### src/logic/ship_pkg.sv
package ship_pkg;

  // pixel bus widths
  localparam int COORD_W = 11;
  localparam int RGB_W   = 12;

  localparam int SCREEN_W = 800;

  // player ship
  localparam int SHIP_Y    = 540;
  localparam int SHIP_W    = 32;
  localparam int SHIP_H    = 32;
  localparam int SHIP_X0   = 384;
  localparam int SHIP_STEP = 4;
  localparam logic [RGB_W-1:0] SHIP_RGB = 12'h0f0;

  // player missile
  localparam int MIS_W    = 4;
  localparam int MIS_H    = 12;
  localparam int MIS_STEP = 8;
  localparam logic [RGB_W-1:0] MIS_RGB = 12'hff0;

  // lives and the dead period
  localparam int LIVES_MAX   = 3;
  localparam int DEAD_FRAMES = 4;

  // life icons, stacked down the left edge
  localparam int LIFE_X     = 30;
  localparam int LIFE_Y0    = 50;
  localparam int LIFE_PITCH = 50;
  localparam int LIFE_SZ    = 32;
  localparam logic [RGB_W-1:0] LIFE_RGB = 12'hf00;

  localparam int ENEMY_N = 3;

  typedef struct packed {
    logic [COORD_W-1:0] vcount;
    logic               vsync;
    logic               vblnk;
    logic [COORD_W-1:0] hcount;
    logic               hsync;
    logic               hblnk;
    logic [RGB_W-1:0]   rgb;
  } vga_t;

  // top-left corner plus visible flag
  typedef struct packed {
    logic [COORD_W-1:0] x;
    logic [COORD_W-1:0] y;
    logic               on;
  } obj_t;

  typedef struct packed {
    logic [COORD_W-1:0] x;
    logic [COORD_W-1:0] y;
  } point_t;

  typedef enum logic [1:0] {ALIVE, DEAD, OVER} ship_state_e;

endpackage

### src/logic/ship_ctl.sv
module ship_ctl
  import ship_pkg::*;
(
  input  logic               pclk,
  input  logic               rst_n_i,
  input  logic               vsync_i,
  input  logic               left_i,
  input  logic               right_i,
  input  logic               dead_i,
  output logic               frame_tick_o,
  output logic [COORD_W-1:0] ship_x_o
);

  logic vsync_q;

  // rising edge of vsync marks a new frame
  always_ff @(posedge pclk or negedge rst_n_i) begin
    if (!rst_n_i) begin
      vsync_q      <= 1'b0;
      frame_tick_o <= 1'b0;
    end else begin
      vsync_q      <= vsync_i;
      frame_tick_o <= vsync_i && !vsync_q;
    end
  end

  // one step per frame, held inside the screen
  always_ff @(posedge pclk or negedge rst_n_i) begin
    if (!rst_n_i) begin
      ship_x_o <= COORD_W'(SHIP_X0);
    end else if (frame_tick_o && !dead_i) begin
      if (left_i && !right_i) begin
        if (ship_x_o < COORD_W'(SHIP_STEP)) begin
          ship_x_o <= '0;
        end else begin
          ship_x_o <= ship_x_o - COORD_W'(SHIP_STEP);
        end
      end else if (right_i && !left_i) begin
        if (ship_x_o >= COORD_W'(SCREEN_W - SHIP_W - SHIP_STEP)) begin
          ship_x_o <= COORD_W'(SCREEN_W - SHIP_W);
        end else begin
          ship_x_o <= ship_x_o + COORD_W'(SHIP_STEP);
        end
      end
    end
  end

endmodule

### src/logic/hit_detect.sv
module hit_detect
  import ship_pkg::*;
(
  input  logic                       pclk,
  input  logic                       rst_n_i,
  input  logic                       frame_tick_i,
  input  logic [COORD_W-1:0]         ship_x_i,
  input  point_t [ENEMY_N-1:0]       enemy_i,
  output logic                       dead_o,
  output logic [1:0]                 lives_o
);

  ship_state_e                      state;
  logic [$clog2(DEAD_FRAMES)-1:0]   dead_cnt;
  logic                             hit;

  // any enemy point inside the ship box
  always_comb begin
    hit = 1'b0;
    for (int i = 0; i < ENEMY_N; i++) begin
      if (enemy_i[i].x >= ship_x_i &&
          enemy_i[i].x < ship_x_i + COORD_W'(SHIP_W) &&
          enemy_i[i].y >= COORD_W'(SHIP_Y) &&
          enemy_i[i].y < COORD_W'(SHIP_Y + SHIP_H)) begin
        hit = 1'b1;
      end
    end
  end

  always_ff @(posedge pclk or negedge rst_n_i) begin
    if (!rst_n_i) begin
      state    <= ALIVE;
      lives_o  <= 2'(LIVES_MAX);
      dead_cnt <= '0;
    end else if (frame_tick_i) begin
      case (state)
        ALIVE: begin
          if (hit) begin
            lives_o  <= lives_o - 2'd1;
            dead_cnt <= '0;
            // last life gone, stay down for good
            if (lives_o == 2'd1) begin
              state <= OVER;
            end else begin
              state <= DEAD;
            end
          end
        end
        DEAD: begin
          if (int'(dead_cnt) == DEAD_FRAMES - 1) begin
            state <= ALIVE;
          end else begin
            dead_cnt <= dead_cnt + 1'b1;
          end
        end
        default: begin
          state <= OVER;
        end
      endcase
    end
  end

  assign dead_o = (state != ALIVE);

endmodule

### src/logic/missile_ctl.sv
module missile_ctl
  import ship_pkg::*;
(
  input  logic               pclk,
  input  logic               rst_n_i,
  input  logic               frame_tick_i,
  input  logic               fire_i,
  input  logic [COORD_W-1:0] ship_x_i,
  input  logic               dead_i,
  output obj_t               missile_o
);

  logic launch;
  logic retire;

  // launch only from rest, flight only while on
  assign launch = !missile_o.on && fire_i && !dead_i;
  assign retire = missile_o.on && (missile_o.y < COORD_W'(MIS_STEP));

  always_ff @(posedge pclk or negedge rst_n_i) begin
    if (!rst_n_i) begin
      missile_o <= '0;
    end else if (frame_tick_i) begin
      if (launch) begin
        // centred over the ship, just above its top row
        missile_o.x  <= ship_x_i + COORD_W'(SHIP_W / 2 - MIS_W / 2);
        missile_o.y  <= COORD_W'(SHIP_Y - MIS_H);
        missile_o.on <= 1'b1;
      end else if (retire) begin
        missile_o.on <= 1'b0;
      end else if (missile_o.on) begin
        missile_o.y <= missile_o.y - COORD_W'(MIS_STEP);
      end
    end
  end

endmodule

### src/logic/draw_rect.sv
module draw_rect
  import ship_pkg::*;
#(
  parameter int               WIDTH  = 16,
  parameter int               HEIGHT = 16,
  parameter logic [RGB_W-1:0] COLOR  = 12'hfff
) (
  input  logic pclk,
  input  logic rst_n_i,
  input  obj_t obj_i,
  input  vga_t vga_i,
  output vga_t vga_o
);

  logic in_rect;
  logic paint;

  assign in_rect = (vga_i.hcount >= obj_i.x) &&
                   (vga_i.hcount < obj_i.x + COORD_W'(WIDTH)) &&
                   (vga_i.vcount >= obj_i.y) &&
                   (vga_i.vcount < obj_i.y + COORD_W'(HEIGHT));

  // never paint during blanking
  assign paint = obj_i.on && in_rect && !vga_i.hblnk && !vga_i.vblnk;

  always_ff @(posedge pclk or negedge rst_n_i) begin
    if (!rst_n_i) begin
      vga_o <= '0;
    end else begin
      vga_o <= vga_i;
      if (paint) begin
        vga_o.rgb <= COLOR;
      end
    end
  end

endmodule

### src/logic/draw_lives.sv
module draw_lives
  import ship_pkg::*;
(
  input  logic       pclk,
  input  logic       rst_n_i,
  input  logic [1:0] lives_i,
  input  vga_t       vga_i,
  output vga_t       vga_o
);

  logic icon;

  // icon k is lit while k < lives
  always_comb begin
    icon = 1'b0;
    for (int k = 0; k < LIVES_MAX; k++) begin
      if (k < int'(lives_i) &&
          vga_i.hcount >= COORD_W'(LIFE_X) &&
          vga_i.hcount < COORD_W'(LIFE_X + LIFE_SZ) &&
          vga_i.vcount >= COORD_W'(LIFE_Y0 + k * LIFE_PITCH) &&
          vga_i.vcount < COORD_W'(LIFE_Y0 + k * LIFE_PITCH + LIFE_SZ)) begin
        icon = 1'b1;
      end
    end
  end

  always_ff @(posedge pclk or negedge rst_n_i) begin
    if (!rst_n_i) begin
      vga_o <= '0;
    end else begin
      vga_o <= vga_i;
      if (icon && !vga_i.hblnk && !vga_i.vblnk) begin
        vga_o.rgb <= LIFE_RGB;
      end
    end
  end

endmodule

### src/logic/ship_layer.sv
module ship_layer
  import ship_pkg::*;
(
  input  logic                 pclk,
  input  logic                 rst_n_i,
  input  logic                 left_i,
  input  logic                 right_i,
  input  logic                 fire_i,
  input  point_t [ENEMY_N-1:0] enemy_i,
  input  vga_t                 vga_i,
  output vga_t                 vga_o,
  output obj_t                 missile_o,
  output logic [1:0]           lives_o
);

  logic               frame_tick;
  logic [COORD_W-1:0] ship_x;
  logic               dead;
  obj_t               ship_obj;
  vga_t               vga_ship;
  vga_t               vga_missile;

  // ship hidden while dead or out of lives
  assign ship_obj = '{x: ship_x, y: COORD_W'(SHIP_Y), on: !dead};

  ship_ctl u_ship_ctl (
    .pclk         (pclk),
    .rst_n_i      (rst_n_i),
    .vsync_i      (vga_i.vsync),
    .left_i       (left_i),
    .right_i      (right_i),
    .dead_i       (dead),
    .frame_tick_o (frame_tick),
    .ship_x_o     (ship_x)
  );

  hit_detect u_hit_detect (
    .pclk         (pclk),
    .rst_n_i      (rst_n_i),
    .frame_tick_i (frame_tick),
    .ship_x_i     (ship_x),
    .enemy_i      (enemy_i),
    .dead_o       (dead),
    .lives_o      (lives_o)
  );

  missile_ctl u_missile_ctl (
    .pclk         (pclk),
    .rst_n_i      (rst_n_i),
    .frame_tick_i (frame_tick),
    .fire_i       (fire_i),
    .ship_x_i     (ship_x),
    .dead_i       (dead),
    .missile_o    (missile_o)
  );

  // overlay chain: ship, missile, then life icons on top
  draw_rect #(
    .WIDTH  (SHIP_W),
    .HEIGHT (SHIP_H),
    .COLOR  (SHIP_RGB)
  ) u_draw_ship (
    .pclk    (pclk),
    .rst_n_i (rst_n_i),
    .obj_i   (ship_obj),
    .vga_i   (vga_i),
    .vga_o   (vga_ship)
  );

  draw_rect #(
    .WIDTH  (MIS_W),
    .HEIGHT (MIS_H),
    .COLOR  (MIS_RGB)
  ) u_draw_missile (
    .pclk    (pclk),
    .rst_n_i (rst_n_i),
    .obj_i   (missile_o),
    .vga_i   (vga_ship),
    .vga_o   (vga_missile)
  );

  draw_lives u_draw_lives (
    .pclk    (pclk),
    .rst_n_i (rst_n_i),
    .lives_i (lives_o),
    .vga_i   (vga_missile),
    .vga_o   (vga_o)
  );

endmodule

### config.mk
export PLATFORM = sky130hd
export DESIGN_NAME = ship_layer
export DESIGN_NICKNAME = d
export VERILOG_FILES = /design/src/logic/ship_pkg.sv /design/src/logic/ship_ctl.sv /design/src/logic/hit_detect.sv /design/src/logic/missile_ctl.sv /design/src/logic/draw_rect.sv /design/src/logic/draw_lives.sv /design/src/logic/ship_layer.sv
export SDC_FILE = /design/constraint.sdc
export NUM_CORES = 1
export LEC_CHECK = 0
export BUFFER_PORTS_ARGS = -buffer_cell sky130_fd_sc_hd__buf_2
export CAP_MARGIN = 0
export CELL_PAD_IN_SITES_DETAIL_PLACEMENT = 0
export CELL_PAD_IN_SITES_GLOBAL_PLACEMENT = 1
export CORE_ASPECT_RATIO = 1.2
export CORE_MARGIN = 2
export CORE_UTILIZATION = 43
export DETAILED_ROUTE_END_ITERATION = 10
export PLACE_DENSITY_LB_ADDON = 0.1
export SLEW_MARGIN = 20
export SYNTH_ARGS = -nofsm -noshare
export SYNTH_HDL_FRONTEND = slang
export SYNTH_SLANG_ARGS = --single-unit
export TNS_END_PERCENT = 20
### constraint.sdc
create_clock -name pclk -period 3.8 [get_ports pclk]
set_input_delay 0.38 -clock pclk [delete_from_list [all_inputs] [get_ports pclk]]
set_output_delay 0.38 -clock pclk [all_outputs]
set_load 0.05 [all_outputs]
==> flow_summary.ini, run 1 <==
[logic_synthesis]
synth-seq-area-share_pct = 48.8
synth_seq_cells = 149
syn_avg_cell_area_um2 = 11.1
synthCells = 687
yosysTopAreaCellShare_pct = 47.5
yosys.area_share.simple_pct = 13.1
synth_top_flop_cell = dfrtp_1
synth_edf_count = 0
netlist_area_um2 = 7650
synthDistinctLibCells = 71
synthMuxAreaShare_pct = 0.131
yosys.area.top_type = dfrtp_1
synth_top_family_by_area = adder cells
synth_compound_area_share_pct = 13.9
yosys_warnings = 0
synth_xor_area_share_pct = 4.35
ys_async_sr_fraction_pct = 100
synthAdderAreaFrac_pct = 16.0
synthTopCellsByArea = dfrtp_1 47%, ha_1 16%, xnor2_1 3.4%

[final_layout]
fill_cells = 1599
fin_util_pct = 53.0
syn_to_final_growth_pct = 21.0
fin_nets = 1054
diodes = 0
drive_above_1_share_pct = 25.3

[timing]
setup_ws_ns = 0.468
finalCritPeriodShare_pct = 87.7
setup_tns_ns = 0
final_hold_viol_count = 0
relSlewSlack_pct = 37.1
clock_skew_ns = 0.0139
worstMarginPinSlew_ns = 0.935
min_period_ns = 3.33
setup_viol = 0
drv_slew = 0
fmax_mhz = 300
rsz0062_at_grt = no

[floorplanning]
pin_count = 172
placeableCoreArea_um2 = 17400
fp-row-count = 53
die_height_um = 150
dieArea_um2 = 18900
die_x_um = 126
start_util_pct = 43.8

[critical_path]
crit_required_ns = 4.14
path_max_fanout = 10
path_class = flip-flop to flip-flop
worstSetupStartpointType = flip-flop
end_kind = flip-flop
crit_arrival_ns = 3.67

[place]
port_buffers = 155
post-place-ws_ns = 0.496
hpwlAfterDp_um = 14000
place_congestion = 0.841

[routing]
drt-initial-drc-count = 191
first_pass_iters = 4
detail_route.wl_per_cell_um = 16.7
vias = 5675
post-route-drc-count = 0
via_per_inst = 5.25
wirelength_um = 18100
ant_nets = 0

[global_route]
overflow = 0
grt_pass1_vias = 5838
grt_pass1_wl_um = 29400
grt_start_max_net_pins = 90
use_met2_pct = 36.0
grtUsageTotal_pct = 20.0
gr-usage-met1_pct = 23.7
antenna_found_initial = 0
grt.busiest_layer = met2
met3_usage_pct = 4.76

[clock_tree]
clock_path_buffers = 2
cts-resized-gates = 0
clk_pin_slew_ns = 0.06
cts_hold_buffers = 0
post_cts.repair.setup_buffers = 0
clockRootBuffer = clkbuf_16
cts_sinks = 149
numCtsBuffers = 17
insertion_delay_ns = 0.42
cts_max_level = 4
cts_tree = yes

[power_and_ir_drop]
p_sw_share_pct = 39.5
power_frac_comb_pct = 37.1
power_leakage_nw = 4.30
p_switching_mw = 2.35
intPower_mw = 3.60
ir_worst_vdd_mv = 0.346
clkPwrFrac_pct = 28.7
pwr-share-seq_pct = 34.2
power-per-cell-area_nw_per_um2 = 644

[run]
maxCapViolations = 0

[run_status]
status = complete, no violations

[min_path]
hold_path_class = input port to async pin
-- cells in the mapped netlist, drive strengths merged (5+ instances only) --
| cell | n |
|---|---|
| nand2 | 38 |
| o31ai | 5 |
| nor2 | 23 |
| a21o | 10 |
| a21oi | 39 |
| and2 | 17 |
| nor3b | 5 |
| nand2b | 11 |
| o211ai | 8 |
| or2 | 11 |
| xnor2 | 32 |
| clkbuf | 8 |
| buf | 13 |
| ha | 97 |
| nand4 | 6 |
| nand3 | 24 |
| nor2b | 7 |
| nor3 | 18 |
| o21ai | 36 |
| o21a | 10 |
| nor4 | 9 |
| inv | 39 |
| a211o | 5 |
| dfrtp | 145 |
-- layout make-up --
class                      count  area [um^2]  area share [%]
inverter                      39          151            1.64
multi-input combinational    481         3650            39.5
timing repair buffer         160          832            9.00
clock buffer                  17          425            4.60
tap                          220          275            2.98
sequential                   149         3730            40.4
clock inverter                15          180            1.95
-- metrics by stage --
step,cells,hold slack [ns],instance area (um^2),power [mW]
6_report,1081,0.0273,9250,5.95
5_1_grt,1081,0.0422,9250,6.39
2_1_floorplan,690,0.0844,7660,3.64
3_3_place_gp,1049,0.335,8640,4.24
4_1_cts,1081,0.0493,9250,6.02
3_5_place_dp,1049,0.336,8640,4.29
-- kinds of logic (layout without fill, tap and decap cells) --
kind of cell	after synthesis	in the layout
xor gates and xnor gates	35	35
DFF	149	149
other	1	4
and+or+nand+nor	186	186
adders and majority gates	98	98
buffers and inverters	60	231
AOI/OAI and AO/OA	157	157
muxes	1	1
-- critical path: stages (launching register included) --
cell and delay, ns:
dfrtp_1 0.54, ha_1 0.34, xnor2_1 0.45, ha_1 0.35
nand2_1 0.08, a211oi_1 0.07, a2111oi_4 0.33, nor2_1 0.09
a2111oi_2 0.38, a311oi_2 0.12, a21oi_2 0.29, mux2i_1 0.23
-- placed cells by master (no fill, tap or decap), drive strengths merged, types with 5 or more instances in the layout --
master	Yosys	layout
nor3	18	18
o31ai	5	5
and2	17	17
a211o	5	5
a21oi	39	39
nand2b	11	11
nand2	38	38
nand3	24	24
o21a	10	10
dfrtp	145	145
clkbuf	8	17
or2	11	11
xnor2	32	32
inv	39	49
ha	97	97
buf	13	160
o21ai	36	36
nor3b	5	5
nor4	9	9
nor2b	7	7
nor2	23	23
nand4	6	6
o211ai	8	8
a21o	10	10
-- power groups by stage --
stage / combinational [mW] / sequential, mW / clock [mW]
after global routing: 2.48 / 2.07 / 1.83
after floorplan: 1.40 / 2.24 / 0
after detailed placement: 2.22 / 2.07 / 0
after CTS: 2.24 / 2.04 / 1.75
after global placement: 2.18 / 2.06 / 0
final: 2.21 / 2.04 / 1.71
-- layer usage --
layer / share of wire, % / wire length, um
met1: 42 / 7620
met2: 51 / 9250
met3: 4.5 / 819
met4: 2.0 / 363
met5: 0 / 0
-- path summary, 6_finish.rpt --
| kind | startpoint | endpoint | slack, ns | depth (start not counted) |
|---|---|---|---|---|
| worst max-delay path | u_ship_ctl.ship_x_o[6] | u_hit_detect.lives_o[1] | 0.47 | 11 |
| worst min register to register | u_draw_missile.vga_o[27] | u_draw_lives.vga_o[27] | 0.35 | 0 |
| worst max register to register | u_ship_ctl.ship_x_o[6] | u_hit_detect.lives_o[1] | 0.47 | 11 |
| max in group asynchronous | rst_n_i | u_draw_lives.vga_o[24] | 2.94 | 2 |
| min in group pclk | vga_i[15] | u_draw_ship.vga_o[15] | 0.07 | 1 |
| worst min-delay path | rst_n_i | u_draw_lives.vga_o[29] | 0.03 | 1 |
-- registers in the layout (all words and copies together) (netlist names), 2 cells and up --
signal                   count
u_draw_lives.vga_o          38
u_hit_detect.dead_cnt        2
u_hit_detect.state           2
u_ship_ctl.ship_x_o          9
u_hit_detect.lives_o         2
u_draw_missile.vga_o        38
u_draw_ship.vga_o           38
u_missile_ctl.missile_o     19
No activity file was read; power rests on OpenSTA's default activity.
==> run 2: changes to the inputs <==
--- a/config.mk
+++ b/config.mk
@@ -5,13 +5,14 @@
 export SDC_FILE = /design/constraint.sdc
 export NUM_CORES = 1
 export LEC_CHECK = 0
+export ABC_AREA = 1
 export BUFFER_PORTS_ARGS = -buffer_cell sky130_fd_sc_hd__buf_2
 export CAP_MARGIN = 0
 export CELL_PAD_IN_SITES_DETAIL_PLACEMENT = 0
 export CELL_PAD_IN_SITES_GLOBAL_PLACEMENT = 1
 export CORE_ASPECT_RATIO = 1.2
 export CORE_MARGIN = 2
-export CORE_UTILIZATION = 43
+export CORE_UTILIZATION = 41
 export DETAILED_ROUTE_END_ITERATION = 10
 export PLACE_DENSITY_LB_ADDON = 0.1
 export SLEW_MARGIN = 20
==> run 2 against run 1 <==
  * Cell count increased by 22%
  * Sequential share of layout area decreased by 2.1 points
  * Sequential power decreased by 12%
  * Cell area increased by 5.4%
  * Fmax increased by 7.3%
  * Critical path type unchanged
==> flow_summary.ini, run 2 <==
[timing]
setup_ws_ns = 0.695
relSlewSlack_pct = 37.4
rsz0062_at_grt = no
min_period_ns = 3.11
drv_slew = 0
fmax_mhz = 322
final_hold_viol_count = 0
setup_viol = 0
finalCritPeriodShare_pct = 81.7
worstMarginPinSlew_ns = 0.939
clock_skew_ns = 0.0119
setup_tns_ns = 0

[global_route]
grt_pass1_wl_um = 31600
antenna_found_initial = 2
grt_pass1_vias = 6042
grtUsageTotal_pct = 19.6
overflow = 0
grt_start_max_net_pins = 104

[floorplanning]
die_height_um = 157
die_x_um = 132
start_util_pct = 41.4
pin_count = 172
placeableCoreArea_um2 = 19400
dieArea_um2 = 20800
fp-row-count = 56

[critical_path]
critPathMaxStageDelay_ns = 0.42
timing.rr.start = u_missile_ctl.missile_o[16]
rrSetupSlack_ns = 0.69
end_kind = flip-flop
path_max_fanout = 12
path_class = flip-flop to flip-flop
cp_cell_sequence = inv_1 -> nor3_1 -> nand3_1 -> nor3_1 -> xor2_1 -> ha_1 -> nand4_1 -> inv_1 -> nand2_1 -> o211ai_1 -> nor2_1 -> nand3_1 -> nor3_1 -> nand3b_1 -> nand2_1 -> inv_1
worstSetupStartpointType = flip-flop
ff2ff_path_depth = 16
crit_required_ns = 4.11
r2r_end = u_draw_missile.vga_o[1]
crit_arrival_ns = 3.42
critPathSlowestCell = nand3b_1

[power_and_ir_drop]
ir_worst_vdd_mv = 0.303
power_leakage_nw = 5.05
design_power_total_mw = 4.52
power-per-cell-area_nw_per_um2 = 464

[logic_synthesis]
synth.most_common_cell = nand2_1
synth_seq_cells = 149
synthTopCellsByArea = dfrtp_1 45%, ha_1 15%, nand2_1 8.2%
synth-seq-area-share_pct = 46.4
ys_async_sr_fraction_pct = 100
synth_top_flop_cell = dfrtp_1
yosysTopAreaCellShare_pct = 45.1
synth_edf_count = 0
syn_avg_cell_area_um2 = 9.14
yosys_warnings = 0
netlist_area_um2 = 8040
yosys.area.top_type = dfrtp_1
synthCells = 880
synth_common_cells = 176 x nand2_1, 145 x dfrtp_1, 115 x inv_1
synthDistinctLibCells = 47

[clock_tree]
cts_max_level = 4
post_cts.repair.setup_buffers = 0
insertion_delay_ns = 0.42
cts_sinks = 149
clk_pin_slew_ns = 0.07
cts_tree = yes
numCtsBuffers = 17
cts-resized-gates = 0
clock_path_buffers = 2
cts_hold_buffers = 0
clockRootBuffer = clkbuf_16

[place]
hpwlAfterDp_um = 14900
post-place-ws_ns = 0.655
place_area_um2 = 9130
port_buffers = 155
place_congestion = 0.815

[final_layout]
largestRegisters = u_draw_lives.vga_o x38, u_draw_missile.vga_o x38, u_draw_ship.vga_o x38
fin_util_pct = 50.2
final_common_cell = nand2_1
fin_nets = 1255
syn_to_final_growth_pct = 21.2
drive_above_1_share_pct = 22.6
design_area_um2 = 9750
layout_common_cells = 176 x nand2_1, 154 x buf_2, 145 x dfrtp_1

[min_path]
hold_path_class = input port to async pin

[routing]
vias = 6222
wirelength_um = 19100
first_pass_iters = 5
ant_nets = 0
drt-initial-drc-count = 180
via_per_inst = 4.70
detail_route.wl_per_cell_um = 14.4
post-route-drc-count = 0

[run]
maxCapViolations = 0

[run_status]
status = complete, no violations
run 2: area by class of cell:
class / count / area, um^2
Antenna cell: 1 / 2.50
Clock buffer: 18 / 439
Clock inverter: 14 / 179
Fill cell: 1863 / 9660
Inverter: 127 / 477
Multi-Input combinational cell: 595 / 3760
Sequential cell: 149 / 3730
Tap cell: 261 / 327
Timing Repair Buffer: 159 / 825
run 2: cell families (layout without fill, tap and decap cells):
family | after synthesis | in the layout | synth area share, %
adders and majority gates | 97 | 97 | 15.1
AOI/OAI and AO/OA | 128 | 128 | 9.29
DFF | 149 | 149 | 46.4
buffers and inverters | 139 | 318 | 6.91
other | 1 | 5 | 0.0466
xor gates and xnor gates | 25 | 25 | 2.72
and+or+nand+nor | 341 | 341 | 19.5
run 2: worst max path at each step:
stage	startpoint	endpoint	slack [ns]	depth (start not counted)
2_1_floorplan	u_missile_ctl.missile_o[14]	u_draw_missile.vga_o[2]	0.93	18
3_3_place_gp	u_missile_ctl.missile_o[16]	u_draw_missile.vga_o[0]	0.68	16
3_5_place_dp	u_missile_ctl.missile_o[16]	u_draw_missile.vga_o[0]	0.65	16
4_1_cts	u_missile_ctl.missile_o[16]	u_draw_missile.vga_o[1]	0.62	16
5_1_grt	u_missile_ctl.missile_o[16]	u_draw_missile.vga_o[3]	0.19	16
6_report	u_missile_ctl.missile_o[16]	u_draw_missile.vga_o[1]	0.69	16
run 2: stage by stage:
step           cells  hold WS (ns)
2_1_floorplan    883        0.0844
3_3_place_gp    1291         0.334
3_5_place_dp    1291         0.335
4_1_cts         1323        0.0446
5_1_grt         1324        0.0349
6_report        1324        0.0431
run 2: layer usage:
metal	routed length (um)	GRT usage, %	vias to the layer above
met3	848	4.35	24
met2	9490	33.8	134
met1	8430	24.6	2829
met4	336	6.47	2
li1	-	-	3233
met5	13	0	-
run 2: critical path: cells and delay by family, from the launching register on:
kind,cells,cell delay (ns)
simple gates,10,1.89
fa+ha+maj,1,0.26
flops,1,0.41
buf+inv,3,0.18
compound gates,1,0.08
xor+xnor,1,0.17
run 2: power by group:
| group | internal [mW] | leakage (nW) | switching (mW) | total [mW] |
|---|---|---|---|---|
| clock | 1.02 | 0.301 | 0.728 | 1.75 |
| combinational | 0.321 | 2.99 | 0.664 | 0.985 |
| sequential | 1.69 | 1.75 | 0.0976 | 1.79 |
==> run 3: changes to the inputs <==
--- a/config.mk
+++ b/config.mk
@@ -5,14 +5,14 @@
 export SDC_FILE = /design/constraint.sdc
 export NUM_CORES = 1
 export LEC_CHECK = 0
-export ABC_AREA = 1
+export ABC_AREA = 0
 export BUFFER_PORTS_ARGS = -buffer_cell sky130_fd_sc_hd__buf_2
 export CAP_MARGIN = 0
 export CELL_PAD_IN_SITES_DETAIL_PLACEMENT = 0
 export CELL_PAD_IN_SITES_GLOBAL_PLACEMENT = 1
 export CORE_ASPECT_RATIO = 1.2
 export CORE_MARGIN = 2
-export CORE_UTILIZATION = 41
+export CORE_UTILIZATION = 38
 export DETAILED_ROUTE_END_ITERATION = 10
 export PLACE_DENSITY_LB_ADDON = 0.1
 export SLEW_MARGIN = 20
==> constraint.sdc (replaced) <==
create_clock -name pclk -period 2.85 [get_ports pclk]
set_input_delay 0.285 -clock pclk [delete_from_list [all_inputs] [get_ports pclk]]
set_output_delay 0.285 -clock pclk [all_outputs]
set_load 0.05 [all_outputs]
==> run 3 against run 2 <==
  * Routed wire length up 0.52%
  * Setup slack worse by 0.57 ns
  * Cell area up 0.63%
  * Die area up 2.5%
  * Clock power up 32%
  * Cell count down 12%
  * Register-to-register slack worse by 0.57 ns
  * Fmax up 14%
  * Core utilization down 0.23 points
  * Clock-buffer cell count down 1
  * Clock skew down 0.0031 ns
  * Critical endpoint is now u_hit_detect.lives_o[1]
  * Largest cell class is now registers
==> flow_summary.ini, run 3 (same netlist as run 1, synthesis figures left out) <==
[power_and_ir_drop]
power_leakage_nw = 4.53
power_frac_comb_pct = 41.2
intPower_mw = 5.08
power-per-cell-area_nw_per_um2 = 852
clkPwrFrac_pct = 27.6
design_power_total_mw = 8.36
p_switching_mw = 3.28
ir_worst_vdd_mv = 0.445
pwr-share-seq_pct = 31.2
p_sw_share_pct = 39.2

[routing]
wl_met3_um = 679
via_per_inst = 5.01
top_layer = met5
drt-initial-drc-count = 155
wl_met2_um = 9800
wl_met1_um = 8240
wirelength_um = 19200
post-route-drc-count = 0
ant_nets = 0
first_pass_iters = 4
vias = 5872
detail_route.wl_per_cell_um = 16.4

[clock_tree]
insertion_delay_ns = 0.42
clock_path_buffers = 2
post_cts.repair.setup_buffers = 0
clk_pin_slew_ns = 0.06
cts_sinks = 149
cts_max_level = 4
cts_tree = yes
numCtsBuffers = 17
clockRootBuffer = clkbuf_16

[timing]
relSlewSlack_pct = 42.3
min_period_ns = 2.73
rsz0062_at_grt = yes
finalCritPeriodShare_pct = 95.7
clock_skew_ns = 0.00881
final_hold_viol_count = 0
setup_ws_ns = 0.122
fmax_mhz = 367
setup_viol = 0
drv_slew = 0
worstMarginPinSlew_ns = 0.860
setup_tns_ns = 0

[critical_path]
crit_arrival_ns = 3.07
cp_cell_sequence = ha_4 -> xnor2_2 -> buf_4 -> ha_1 -> nand2_1 -> a211oi_1 -> a211o_1 -> maj3_1 -> o21ai_2 -> a311oi_2 -> a21oi_2 -> mux2i_1
end_kind = flip-flop
critPathSlowestCell = dfrtp_1
endpoint = u_hit_detect.lives_o[1]
worstSetupStartpointType = flip-flop
cp-startpoint = u_ship_ctl.ship_x_o[6]
r2r_end = u_hit_detect.lives_o[1]
rrSetupSlack_ns = 0.12
path_max_fanout = 3
critPathMaxStageDelay_ns = 0.44
crit_required_ns = 3.19
timing.rr.start = u_ship_ctl.ship_x_o[6]
path_class = flip-flop to flip-flop
ff2ff_path_depth = 12

[global_route]
overflow = 0
grtUsageTotal_pct = 18.7
grt_pass1_wl_um = 31400
antenna_found_initial = 1
grt_pass1_vias = 6174
grt_start_max_net_pins = 62

[final_layout]
diodes = 0
fin_util_pct = 50.0
syn_to_final_growth_pct = 28.3
drive_above_1_share_pct = 29.8
largestRegisters = u_draw_lives.vga_o x38, u_draw_missile.vga_o x38, u_draw_ship.vga_o x38
final_common_cell = buf_2
fin_nets = 1103
layout_common_cells = 154 x buf_2, 136 x dfrtp_1, 95 x ha_1

[min_path]
hold_path_class = input port to flip-flop

[floorplanning]
placeableCoreArea_um2 = 19600
pin_count = 172
start_util_pct = 39.0
die_height_um = 159
die_x_um = 133
fp-row-count = 56
dieArea_um2 = 21300

[place]
hpwlAfterDp_um = 15100
place_congestion = 0.828
post-place-ws_ns = -0.0576
port_buffers = 155

[run_status]
status = complete, no violations

[run]
maxCapViolations = 0
==> run 3: how the worst min path moves through the flow <==
stage	start	end	slack, ns	cells past startpoint
final	vga_i[36]	u_draw_ship.vga_o[36]	0.02	1
after global routing	vga_i[36]	u_draw_ship.vga_o[36]	0.0001	1
after detailed placement	rst_n_i	u_draw_lives.vga_o[29]	0.30	1
after CTS	vga_i[36]	u_draw_ship.vga_o[36]	0.004	1
after floorplan	rst_n_i	u_draw_lives.vga_o[0]	-0.01	0
after global placement	rst_n_i	u_draw_lives.vga_o[29]	0.29	1
==> run 3: critical path: cells and delay by family, from the launching register on <==
kind / cells / cell delay [ns]
adder cells (fa/ha/maj): 3 / 0.85
buffers and inverters: 1 / 0.14
AND/OR/NAND/NOR: 1 / 0.07
multiplexers: 1 / 0.21
AO/OA/AOI/OAI: 5 / 0.81
XOR/XNOR: 1 / 0.14
flip-flops: 1 / 0.44
==> run 3: metrics by stage <==
step	instance area, um^2	cells	hold slack [ns]
after floorplan	7670	690	-0.0106
after global placement	8950	1121	0.288
after detailed placement	8950	1121	0.300
after CTS	9750	1171	0.00359
after global routing	9810	1171	0.000109
final	9810	1171	0.0179
==> run 3: power groups by stage <==
| stage | clock (mW) | sequential [mW] | combinational (mW) |
|---|---|---|---|
| after floorplan | 0 | 3.00 | 1.86 |
| after global placement | 0 | 2.62 | 3.31 |
| after detailed placement | 0 | 2.63 | 3.38 |
| after CTS | 2.36 | 2.59 | 3.43 |
| after global routing | 2.48 | 2.64 | 3.83 |
| final | 2.31 | 2.60 | 3.44 |
==> run 3: final cells by class <==
class / instances / area (um^2)
Clock buffer: 17 / 425
Clock inverter: 15 / 185
Inverter: 39 / 151
Fill cell: 1806 / 9810
Timing Repair Buffer: 209 / 1260
Tap cell: 261 / 327
Sequential cell: 149 / 3740
Multi-Input combinational cell: 481 / 3720
==> run 3: metal layers <==
| metal | vias up | GRT usage [%] |
|---|---|---|
| met4 | 2 | 6.87 |
| met2 | 138 | 32.8 |
| li1 | 2878 | - |
| met5 | - | 0 |
| met3 | 32 | 3.60 |
| met1 | 2822 | 22.7 |
==> run 3: timing repair <==
item                       CTS  global route
hold buffers                18             0
pin swaps                    2            10
setup endpoints to repair    4            18
gates resized for setup      3            14
cloned                       0             0
hold endpoints to repair    73             0
